$ cat config.mk
export PLATFORM = sky130hd
export DESIGN_NAME = mtx_top
export DESIGN_NICKNAME = d
export VERILOG_FILES = /design/src/common/mtx_pkg.sv /design/src/hdl/axil_regs.sv /design/src/hdl/mtx_loader.sv /design/src/hdl/mtx_top.sv /design/src/transpose/row_fifo.sv /design/src/transpose/transpose.sv
export VERILOG_INCLUDE_DIRS = /design/src /design/src/common
export SDC_FILE = /design/constraint.sdc
export NUM_CORES = 2
export LEC_CHECK = 0
export ABC_AREA = 1
export BUFFER_PORTS_ARGS = -buffer_cell sky130_fd_sc_hd__buf_2
export CORE_ASPECT_RATIO = 0.6
export CORE_MARGIN = 2
export CORE_UTILIZATION = 45
export CTS_CLUSTER_SIZE = 16
export DETAILED_ROUTE_END_ITERATION = 6
export RECOVER_POWER = 25
export SLEW_MARGIN = 20
export SYNTH_ARGS = -nofsm -noshare
export SYNTH_HDL_FRONTEND = slang
export SYNTH_SLANG_ARGS = --single-unit
$ cat constraint.sdc
create_clock -name clk -period 20.3 [get_ports clk]
set_input_delay 4.06 -clock clk [delete_from_list [all_inputs] [get_ports clk]]
set_output_delay 4.06 -clock clk [all_outputs]
set_load 0.005 [all_outputs]
$ cat src/common/mtx_macros.svh
`ifndef MTX_MACROS_SVH
`define MTX_MACROS_SVH

// element width in bits, a multiple of 8 so that whole bytes carry it
`define MTX_WIDTH 16

// matrix order, the matrix is MTX_N by MTX_N
`define MTX_N 8

// AXI4-Lite address and data widths
`define AXI_ADDR_W 12
`define AXI_DATA_W 32

`endif

$ cat src/common/mtx_pkg.sv
`include "mtx_macros.svh"

package mtx_pkg;

  // one matrix element
  typedef logic [`MTX_WIDTH-1:0] elem_t;

  // a full row, element 0 sits in the lowest bits
  typedef elem_t [`MTX_N-1:0] row_t;

  // row or column position inside the matrix
  typedef logic [$clog2(`MTX_N)-1:0] idx_t;

  // register map of the AXI4-Lite slave
  typedef enum logic [`AXI_ADDR_W-1:0] {
    REG_CTRL   = 'h000, // bit0 start, bit1 clear error
    REG_STATUS = 'h004, // bit0 busy, bit1 result available, bit2 start error, 7:4 rows
    REG_RESULT = 'h008, // pops one element of the transposed matrix
    REG_MATRIX = 'h100  // word r*N+c holds element (r, c)
  } reg_addr_e;

endpackage

$ cat src/hdl/axil_regs.sv
`include "mtx_macros.svh"

module axil_regs (
  input  logic                    clk,
  input  logic                    resetn,
  input  logic [`AXI_ADDR_W-1:0]  awaddr,
  input  logic                    awvalid,
  output logic                    awready,
  input  logic [`AXI_DATA_W-1:0]  wdata,
  input  logic [`AXI_DATA_W/8-1:0] wstrb,
  input  logic                    wvalid,
  output logic                    wready,
  output logic [1:0]              bresp,
  output logic                    bvalid,
  input  logic                    bready,
  input  logic [`AXI_ADDR_W-1:0]  araddr,
  input  logic                    arvalid,
  output logic                    arready,
  output logic [`AXI_DATA_W-1:0]  rdata,
  output logic [1:0]              rresp,
  output logic                    rvalid,
  input  logic                    rready,
  output logic                    mat_we,
  output mtx_pkg::idx_t           mat_wrow,
  output mtx_pkg::idx_t           mat_wcol,
  output mtx_pkg::elem_t          mat_wdata,
  output logic                    start,
  input  logic                    loading,
  input  logic                    xpose_busy,
  output logic                    pop,
  input  mtx_pkg::row_t           fifo_row,
  input  logic [3:0]              fifo_count,
  input  logic                    fifo_empty
);

  localparam logic [1:0] RESP_OKAY   = 2'b00;
  localparam logic [1:0] RESP_SLVERR = 2'b10;
  localparam int         MAT_WORDS   = `MTX_N * `MTX_N;

  logic                   wr_fire;
  logic                   rd_fire;
  logic                   wr_ctrl;
  logic                   wr_mat;
  logic                   start_req;
  logic                   start_ok;
  logic                   busy_all;
  logic                   start_err;
  logic [`AXI_ADDR_W-1:0] mat_word;
  logic [`AXI_DATA_W-1:0] status;
  mtx_pkg::idx_t          col_cnt;

  // write address decode, AW and W are taken together
  assign wr_fire  = awready && awvalid && wready && wvalid;
  assign mat_word = (awaddr - mtx_pkg::REG_MATRIX) >> 2;
  assign wr_ctrl  = (awaddr == mtx_pkg::REG_CTRL);
  assign wr_mat   = (awaddr >= mtx_pkg::REG_MATRIX) && (mat_word < MAT_WORDS) &&
                    (awaddr[1:0] == 2'b00);

  // an element write needs all of its byte lanes
  assign mat_we    = wr_fire && wr_mat && (&wstrb[`MTX_WIDTH/8-1:0]);
  assign mat_wrow  = mtx_pkg::idx_t'(mat_word / `MTX_N);
  assign mat_wcol  = mtx_pkg::idx_t'(mat_word % `MTX_N);
  assign mat_wdata = wdata[`MTX_WIDTH-1:0];

  // start counts as busy until the loader has picked it up
  assign busy_all  = loading | xpose_busy | start;
  assign start_req = wr_fire && wr_ctrl && wstrb[0] && wdata[0];
  assign start_ok  = !busy_all && fifo_empty; // no job over unread results
  assign status    = `AXI_DATA_W'({fifo_count, 1'b0, start_err, !fifo_empty, busy_all});

  always_ff @(posedge clk) begin
    if (!resetn) begin
      awready   <= 1'b0;
      wready    <= 1'b0;
      bvalid    <= 1'b0;
      bresp     <= RESP_OKAY;
      start     <= 1'b0;
      start_err <= 1'b0;
    end else begin
      start <= start_req && start_ok; // single cycle pulse

      if (bvalid && bready)
        bvalid <= 1'b0;

      if (wr_fire) begin
        awready <= 1'b0;
        wready  <= 1'b0;
        bvalid  <= 1'b1;
        bresp   <= (wr_ctrl || wr_mat) ? RESP_OKAY : RESP_SLVERR;
      end else if (awvalid && wvalid && !awready && !bvalid) begin
        awready <= 1'b1;
        wready  <= 1'b1;
      end

      // a rejected start in the same write wins over the clear
      if (wr_fire && wr_ctrl && wstrb[0] && wdata[1])
        start_err <= 1'b0;
      if (start_req && !start_ok)
        start_err <= 1'b1;
    end
  end

  assign rd_fire = arready && arvalid;

  // the head row leaves the FIFO with its last element
  assign pop = rd_fire && (araddr == mtx_pkg::REG_RESULT) && !fifo_empty &&
               (col_cnt == mtx_pkg::idx_t'(`MTX_N - 1));

  always_ff @(posedge clk) begin
    if (!resetn) begin
      arready <= 1'b0;
      rvalid  <= 1'b0;
      rresp   <= RESP_OKAY;
      col_cnt <= '0;
    end else begin
      if (rvalid && rready)
        rvalid <= 1'b0;

      if (rd_fire) begin
        arready <= 1'b0;
        rvalid  <= 1'b1;
        rresp   <= RESP_OKAY;
        case (araddr)
          mtx_pkg::REG_CTRL,
          mtx_pkg::REG_STATUS: ;
          mtx_pkg::REG_RESULT: begin
            if (fifo_empty)
              rresp <= RESP_SLVERR;
            else if (col_cnt == mtx_pkg::idx_t'(`MTX_N - 1))
              col_cnt <= '0;
            else
              col_cnt <= col_cnt + 1'b1;
          end
          default: rresp <= RESP_SLVERR;
        endcase
      end else if (arvalid && !arready && !rvalid) begin
        arready <= 1'b1;
      end
    end
  end

  always_ff @(posedge clk) begin
    if (rd_fire) begin
      case (araddr)
        mtx_pkg::REG_STATUS: rdata <= status;
        mtx_pkg::REG_RESULT: begin
          if (fifo_empty)
            rdata <= '0;
          else
            rdata <= `AXI_DATA_W'(fifo_row[col_cnt]);
        end
        default: rdata <= '0; // CTRL reads back as zero
      endcase
    end
  end

endmodule

$ cat src/hdl/mtx_loader.sv
`include "mtx_macros.svh"

module mtx_loader (
  input  logic           clk,
  input  logic           resetn,
  input  logic           mat_we,
  input  mtx_pkg::idx_t  mat_wrow,
  input  mtx_pkg::idx_t  mat_wcol,
  input  mtx_pkg::elem_t mat_wdata,
  input  logic           start,
  output logic           row_en,
  output mtx_pkg::row_t  row_data,
  output logic           loading
);

  // input matrix, one packed row per entry
  mtx_pkg::row_t rows [`MTX_N];
  mtx_pkg::idx_t row_cnt;

  // host writes land at any time, a write during a job counts for the next one
  always_ff @(posedge clk) begin
    if (mat_we)
      rows[mat_wrow][mat_wcol] <= mat_wdata;
  end

  always_ff @(posedge clk) begin
    if (!resetn) begin
      loading <= 1'b0;
      row_cnt <= '0;
    end else if (start && !loading) begin
      loading <= 1'b1;
      row_cnt <= '0;
    end else if (loading) begin
      if (row_cnt == mtx_pkg::idx_t'(`MTX_N - 1)) begin
        loading <= 1'b0; // last row goes out in this cycle
        row_cnt <= '0;
      end else begin
        row_cnt <= row_cnt + 1'b1;
      end
    end
  end

  // one row per cycle, back to back, while the job runs
  assign row_en   = loading;
  assign row_data = rows[row_cnt];

endmodule

$ cat src/hdl/mtx_top.sv
`include "mtx_macros.svh"

module mtx_top (
  input  logic                     clk,
  input  logic                     resetn,
  input  logic [`AXI_ADDR_W-1:0]   awaddr,
  input  logic                     awvalid,
  output logic                     awready,
  input  logic [`AXI_DATA_W-1:0]   wdata,
  input  logic [`AXI_DATA_W/8-1:0] wstrb,
  input  logic                     wvalid,
  output logic                     wready,
  output logic [1:0]               bresp,
  output logic                     bvalid,
  input  logic                     bready,
  input  logic [`AXI_ADDR_W-1:0]   araddr,
  input  logic                     arvalid,
  output logic                     arready,
  output logic [`AXI_DATA_W-1:0]   rdata,
  output logic [1:0]               rresp,
  output logic                     rvalid,
  input  logic                     rready
);

  logic           mat_we;
  mtx_pkg::idx_t  mat_wrow;
  mtx_pkg::idx_t  mat_wcol;
  mtx_pkg::elem_t mat_wdata;
  logic           start;
  logic           loading;
  logic           row_en;
  mtx_pkg::row_t  row_data;
  logic           xpose_busy;
  logic           out_valid;
  mtx_pkg::row_t  out_row;
  logic           pop;
  mtx_pkg::row_t  fifo_row;
  logic [3:0]     fifo_count;
  logic           fifo_empty;

  axil_regs u_regs (
    .clk        (clk),
    .resetn     (resetn),
    .awaddr     (awaddr),
    .awvalid    (awvalid),
    .awready    (awready),
    .wdata      (wdata),
    .wstrb      (wstrb),
    .wvalid     (wvalid),
    .wready     (wready),
    .bresp      (bresp),
    .bvalid     (bvalid),
    .bready     (bready),
    .araddr     (araddr),
    .arvalid    (arvalid),
    .arready    (arready),
    .rdata      (rdata),
    .rresp      (rresp),
    .rvalid     (rvalid),
    .rready     (rready),
    .mat_we     (mat_we),
    .mat_wrow   (mat_wrow),
    .mat_wcol   (mat_wcol),
    .mat_wdata  (mat_wdata),
    .start      (start),
    .loading    (loading),
    .xpose_busy (xpose_busy),
    .pop        (pop),
    .fifo_row   (fifo_row),
    .fifo_count (fifo_count),
    .fifo_empty (fifo_empty)
  );

  mtx_loader u_loader (
    .clk       (clk),
    .resetn    (resetn),
    .mat_we    (mat_we),
    .mat_wrow  (mat_wrow),
    .mat_wcol  (mat_wcol),
    .mat_wdata (mat_wdata),
    .start     (start),
    .row_en    (row_en),
    .row_data  (row_data),
    .loading   (loading)
  );

  transpose u_transpose (
    .clk       (clk),
    .resetn    (resetn),
    .row_en    (row_en),
    .row_data  (row_data),
    .out_row   (out_row),
    .out_valid (out_valid),
    .busy      (xpose_busy)
  );

  // transposed rows wait here until the host has read them
  row_fifo u_fifo (
    .clk      (clk),
    .resetn   (resetn),
    .push     (out_valid),
    .push_row (out_row),
    .pop      (pop),
    .pop_row  (fifo_row),
    .empty    (fifo_empty),
    .count    (fifo_count)
  );

endmodule

$ cat src/transpose/row_fifo.sv
`include "mtx_macros.svh"

module row_fifo (
  input  logic          clk,
  input  logic          resetn,
  input  logic          push,
  input  mtx_pkg::row_t push_row,
  input  logic          pop,
  output mtx_pkg::row_t pop_row,
  output logic          empty,
  output logic [3:0]    count
);

  mtx_pkg::row_t mem [`MTX_N];
  mtx_pkg::idx_t wr_ptr;
  mtx_pkg::idx_t rd_ptr;
  logic          full;
  logic          do_push;
  logic          do_pop;

  function automatic mtx_pkg::idx_t next_ptr(input mtx_pkg::idx_t ptr);
    if (ptr == mtx_pkg::idx_t'(`MTX_N - 1))
      return '0;
    return ptr + 1'b1;
  endfunction

  assign empty   = (count == 4'd0);
  assign full    = (count == 4'(`MTX_N));
  assign do_push = push && !full; // a push into a full FIFO is lost
  assign do_pop  = pop && !empty;
  assign pop_row = mem[rd_ptr];   // head row is visible without latency

  always_ff @(posedge clk) begin
    if (!resetn) begin
      wr_ptr <= '0;
      rd_ptr <= '0;
      count  <= 4'd0;
    end else begin
      if (do_push)
        wr_ptr <= next_ptr(wr_ptr);
      if (do_pop)
        rd_ptr <= next_ptr(rd_ptr);
      count <= count + 4'(do_push) - 4'(do_pop);
    end
  end

  always_ff @(posedge clk) begin
    if (do_push)
      mem[wr_ptr] <= push_row;
  end

endmodule

$ cat src/transpose/transpose.sv
`include "mtx_macros.svh"

module transpose (
  input  logic          clk,
  input  logic          resetn,
  input  logic          row_en,
  input  mtx_pkg::row_t row_data,
  output mtx_pkg::row_t out_row,
  output logic          out_valid,
  output logic          busy
);

  // cols[j] collects column j of the input, element i of it is input (i, j)
  mtx_pkg::row_t cols [`MTX_N];
  mtx_pkg::idx_t ld_cnt;
  mtx_pkg::idx_t dr_cnt;
  logic          draining;

  always_ff @(posedge clk) begin
    if (!resetn) begin
      ld_cnt    <= '0;
      dr_cnt    <= '0;
      draining  <= 1'b0;
      out_valid <= 1'b0;
      busy      <= 1'b0;
    end else begin
      out_valid <= draining; // one output row per draining cycle
      busy      <= row_en | (ld_cnt != '0) | draining;

      if (row_en && !draining) begin
        if (ld_cnt == mtx_pkg::idx_t'(`MTX_N - 1)) begin
          // last row is in, the columns are complete after this edge
          ld_cnt   <= '0;
          draining <= 1'b1;
          dr_cnt   <= '0;
        end else begin
          ld_cnt <= ld_cnt + 1'b1;
        end
      end

      if (draining) begin
        if (dr_cnt == mtx_pkg::idx_t'(`MTX_N - 1)) begin
          draining <= 1'b0;
          dr_cnt   <= '0;
        end else begin
          dr_cnt <= dr_cnt + 1'b1;
        end
      end
    end
  end

  always_ff @(posedge clk) begin
    if (draining) begin
      // column 0 leaves first, the rest move down one place
      out_row <= cols[0];
      for (int j = 0; j < `MTX_N - 1; j++) begin
        cols[j] <= cols[j+1];
      end
      cols[`MTX_N-1] <= '0;
    end else if (row_en) begin
      for (int j = 0; j < `MTX_N; j++) begin
        cols[j][ld_cnt] <= row_data[j]; // element j of the row goes to column j
      end
    end
  end

endmodule

Word-level counts from Yosys, hierarchy flattened --
Memory sizes are Yosys's and may differ from the RTL's. A register that Yosys moved wholly into a read port is not among the register bits. Cells that the tools add are included.
Word-level totals: register bits 68, bits in writable memories 3072, input port bits 67, output and inout bits 41, logic and storage cells 2215, memories kept 3
Memories:
- u_fifo.mem | depth 8, width 128, read ports 1, clocked after Yosys merged registers in 1, wr ports 1, RTL line row_fifo.sv:14 | mtx_pkg::row_t mem [`MTX_N];
- u_loader.rows | depth 8, width 128, read ports 1, clocked after Yosys merged registers in 1, wr ports 1, RTL line mtx_loader.sv:17 | mtx_pkg::row_t rows [`MTX_N];
- u_transpose.cols | depth 8, width 128, read ports 8, clocked after Yosys merged registers in 1, wr ports 8, RTL line transpose.sv:14 | mtx_pkg::row_t cols [`MTX_N];
Operators by class: add/sub/neg operators 9, $lt $le $gt $ge 7, equality and inequality tests 9, mux-type cells 1078, bitwise logic cells 1030, reduce and logical (&&, ||, !) cells 59
Operators with widths (number):
- $mux W1 | 1050
- $or A1 B1 Y1 | 1028
- $mux W128 | 2
- $demux W16 S3 | 2
- $mux W16 | 4
- $pmux W32 S2 | 1
- $bmux W16 S3 | 1
- $mux W3 | 15
- $logic_and A1 B1 Y1 | 31
- $logic_not A12 Y1 | 2
- $add A3 B1 Y3 const B | 6
- $eq A3 B3 Y1 const B | 6
- $eq A12 B3 Y1 const B | 1
- $eq A12 B4 Y1 const B | 1
- $ge A12 B9 Y1 const B | 1
- $lt A3 B4 Y1 const B | 3
- $sub A12 B9 Y12 const B | 1
- $logic_not A1 Y1 | 10
- $lt A10 B7 Y1 const B | 1
- $reduce_bool A2 Y1 | 5
- $reduce_or A2 Y1 | 4
- $ge A3 B1 Y1 const B | 2
- $add A4 B1 Y4 | 1
- $eq A4 B4 Y1 const B | 1
- other kinds (10) | 13

Logic depth before layout (Yosys ltp) --
depth after elaboration 10, depth in mapped cells 17, gate-level depth less buffers 17

Hierarchy --
A second synthesis with hierarchy kept.
Second synthesis, totals: cells, all modules 13667, area, all modules 140588.6 um^2
By module, submodules not included:
- transpose | instances 1, cells an instance 4180, area each 47341.7 um^2, seq. area each 34773.4 um^2
- row_fifo | instances 1, cells an instance 4523, area each 45341.0 um^2, seq. area each 31009.7 um^2
- mtx_loader | instances 1, cells an instance 4543, area each 45204.6 um^2, seq. area each 30889.6 um^2
- axil_regs | instances 1, cells an instance 421, area each 2701.3 um^2, seq. area each 700.7 um^2

Worst setup path after synthesis --
Ideal clock, no wire load.
path kind reg2reg, start register u_transpose.draining, end memory u_transpose.cols[0][32] (netlist name) (enable), setup time 1111 ps, arrival time 6508 ps, data required time 19189 ps, slack 12682 ps, cell stages (with the launch flop) 10, buffers on the path 4, clock period less this slack 7618 ps, path through dfxtp_1 > clkbuf_2 > nor2_4 > inv_4 > nor2_8 > nand2_2 > buf_2 > buf_6 > buf_6 > nand2_1
RTL lines:
- start: declaration | RTL line transpose.sv:17 | logic draining;
- start signal: assignment | RTL line transpose.sv:23 | draining <= 1'b0;
- start signal: assignment | RTL line transpose.sv:34 | draining <= 1'b1;
- start signal: assignment | RTL line transpose.sv:43 | draining <= 1'b0;
- end: declaration | RTL line transpose.sv:14

Worst setup path after layout --
start register u_transpose.draining, end register u_transpose.dr_cnt[0]
On the way: cells in the longest elaborated chain, start to end 4, elaborated cells on any way between the ends 6, those cells by class mux (1); reduce/logical (5)
Ends and longest elaborated chain:
- $logic_not A1 Y1 | RTL line transpose.sv:30 | if (row_en && !draining) begin
- $logic_and A1 B1 Y1 | RTL line transpose.sv:30
- $reduce_bool A2 Y1 (no line)
- $reduce_and A2 Y1 (no line)
- end signal: assignment | RTL line transpose.sv:46 | dr_cnt <= dr_cnt + 1'b1;
- end: declaration | RTL line transpose.sv:16 | mtx_pkg::idx_t dr_cnt;
Several ways; a longest one is shown, not always the timed one. A chain may end at the register's enable or synchronous reset.

==> key figures <==
Setup path
  – Worst r2r path cells: 4
  – Startpoint Class: flip-flop
  – Critical path peak fanout: 130
  – Worst Setup Path Type: reg -> reg
  – R2r endpoint: u_transpose.dr_cnt[0]
  – CP dominant cell by count: a21oi_1
  – Slowest cell on crit path: clkbuf_1
  – WP buf/inv: 1
  – Worst path top cell family by delay: buffers and inverters
  – Worst stage delay on the critical path: approximately 5.6 ns
  – Worst EP required: 21.03 ns
  – CP Capture Type: flip-flop
  – Reg2Reg Setup Slack: 12.49 ns
  – R2R Path Start: u_transpose.draining
  – Crit path arrival time: roughly 8.5 ns
  – CP cell instances: clkbuf_1 -> a21oi_1 -> o21ai_0 -> a21oi_1

Synthesis
  – Synth cell types: 49
  – Ys async rst share: 0%
  – Top_reg_cell synth: edfxtp_1
  – Syn Area/Cell: 13.23 µm²
  – Synth Instances: 9621
  – Synth warn: 0
  – EDFF count, synth: about 3.2k
  – Synth area leaders: edfxtp_1 76%, nand2_1 7.1%, nand3_1 3.4%
  – Synthesized cell area: 127300 µm²
  – Yosys top cell by area: edfxtp_1
  – Top-area cell type share of the netlist area: 75.88%
  – Register bit count reported by yosys: between 3k and 4k
  – Register area share after synthesis: 76.51%

Floorplanning
  – Core area: between 200000 and 300000 µm²
  – Initial core utilization: 45.18%
  – I/O pin count: 108
  – Num rows: roughly 150
  – Die ar.: 287200 µm²
  – Die Wd: a little under 700 µm
  – Die height: 415.9 µm

Power
  – Comb pwr share: less than 1%
  – Power Internal: 10.42 mW
  – P_sw: 2.505 mW
  – Clk pwr share: between 40% and 50%
  – Power per cell area: between 90 and 100 nW/µm²
  – P_leak: 47.83 nW
  – Net Sw Frac: 19.38%
  – Flop pwr share: 56.5%
  – VDD IR-drop max: about 77 µV

Finish
  – Sequential Area: between 90000 and 100000 µm²
  – Most common cell after layout, fill and taps aside: edfxtp_1
  – Most frequent cells in the layout: 3216 x edfxtp_1, 2412 x nand2_1, 863 x nand3_1
  – Utilization after layout: between 40 and 50%
  – Area growth from synthesis to layout: 9.942%
  – Area of the multi-input gates: 26300 µm²
  – Final Cell Area: 139900 µm²
  – Nets: 9664
  – Share of layout cells above drive strength 1: 8.502%
  – Fillers: about 24k

Timing
  – Final Cycle Share: 38.45%
  – Final setup vio count: 0
  – Endpoints failing hold: 0
  – RSZ-0062 raised after global routing: no
  – Worst Tran Pin Value: around 8.0 ns
  – Clock skew: a little under 0.06 ns
  – Fmax: 128.1 MHz
  – Count of pins over their slew limit: 989
  – Rel. slew slack: -431.4%
  – Tmin final: 7.806 ns
  – Fin Setup TNS: 0 ns

Route
  – Residual DRC: 1
  – DR pass1 iterations: 7
  – Routed Antenna Nets: 0
  – Routed wire length: 328.0 mm
  – WL per Instance: around 24 µm
  – DR vias: 77.51k
  – DRT iter0 DRCs: 9534
  – Vias per Instance: about 5.7

Clocking
  – Clk buf depth: 4
  – Hold_buf cts: 0
  – Reg clk slew, reported paths: 0.06 ns
  – H-tree levels: 5
  – CTS resizes: 0
  – Post-CTS setup buffer count: 0
  – Root buffer cell: clkbuf_16
  – CTS tree: done
  – Clock sinks: between 3k and 4k
  – CTS Buf Count: 301
  – Clock latency on the worst-skew pair: slightly below 0.9 ns

Global routing
  – Largest net degree at the start of global routing: 204
  – Initial antenna violation count: 12
  – Global route overflow: 0
  – GRT Util Overall: 22.39%
  – First-pass GRT wire length: just under 500 mm
  – Vias in the first global route: 76.07k

Status
  – Status: complete, but fails checks
  – Failing checks: design-rule violations, max-capacitance violations, max-slew violations

Placement
  – I/O Buffers: slightly above 70
  – DP HPWL: 180.9 mm
  – DP Area: 130700 µm²
  – Placer congestion estimate: roughly 0.8

Worst hold path
  – WHS Endpoint: u_transpose.out_row[50]
  – Hold path depth: 0
  – Worst hold path class: reg -> reg
  – HP Start: u_transpose.cols[0][50]

Flow run
  – Max Cap Viol: 21
==> registers in the layout, summed over array words and instances, names as in the netlist, 4 cells and up, named ones only <==
name and count:
u_fifo.count 4, u_regs.rdata 16, u_transpose.out_row 128, u_fifo.mem 1024, u_loader.rows 1024, u_transpose.cols 1024
==> power by group through the flow <==
stage / sequential, mW / clock [mW] / combinational [mW]
2_1_floorplan: 7.45 / 0 / 0.00844
3_3_place_gp: 7.45 / 0 / 0.0591
3_5_place_dp: 7.45 / 0 / 0.0611
4_1_cts: 7.30 / 5.65 / 0.0609
5_1_grt: 7.30 / 5.90 / 0.0654
6_report: 7.30 / 5.56 / 0.0612
==> routing by layer <==
| metal | wire [µm] | vias up | global-route usage [%] |
|---|---|---|---|
| li1 | - | 34800 | - |
| met1 | 145800 | 39070 | 33.68 |
| met5 | 25 | - | 0 |
| met2 | 145900 | 3203 | 34.44 |
| met4 | 7507 | 4 | 5.419 |
| met3 | 28680 | 432 | 3.337 |
==> worst max-delay path by stage <==
stage | cells past startpoint | from | endpoint
2_1_floorplan | 9 | u_transpose.draining | u_transpose.cols[0][32]
6_report | 4 | u_transpose.draining | u_transpose.dr_cnt[0]
4_1_cts | 10 | awaddr[1] | u_loader.rows[4][66]
3_5_place_dp | 10 | awaddr[1] | u_loader.rows[5][37]
3_3_place_gp | 10 | awaddr[1] | u_loader.rows[4][37]
5_1_grt | 4 | u_transpose.draining | u_transpose.dr_cnt[0]
==> cell usage after synthesis (8+ instances only) <==
library cell / instances
ha_1: 19
o21ai_1: 824
o221ai_1: 103
o221ai_2: 9
o211ai_2: 16
inv_1: 41
clkbuf_1: 251
nand2_2: 8
a21oi_1: 23
edfxtp_1: 3216
buf_4: 65
o21ai_0: 484
o21ai_2: 87
dfxtp_1: 40
buf_6: 100
nand2_1: 2410
nand3_1: 863
nor2_1: 655
o22ai_1: 128
buf_1: 35
a31oi_1: 17
o21ai_4: 9
buf_2: 171
==> cells by family after synthesis <==
group	after synthesis	share of synthesized area [%]
xor+xnor	1	0.006883
other cells	1	0.002947
buf+inv	678	2.985
flops	3256	76.51
fa+ha+maj	20	0.2025
simple gates	3955	12.59
compound gates	1710	7.701
==> stage by stage <==
step	worst slack (ns)	power [mW]	std cells	hold WS, ns
floorplan	12.68	7.460	9638	0.4003
global placement	13.26	7.509	13020	0.4059
detailed placement	13.30	7.511	13020	0.4052
CTS	14.22	13.01	13550	0.4187
global route	11.75	13.26	13550	0.4245
finish	12.49	12.93	13550	0.4209
==> cell type report <==
type	instances	area share [%]
flip-flops and latches	3256	69.62
multi-input cells	5704	18.79
clock buffers	371	5.769
well taps	3748	3.352
repair buffers	264	1.334
clock inverters	153	0.9604
inverters	50	0.1708
diodes	3	0.005366
(Power assumes the default switching activity.)
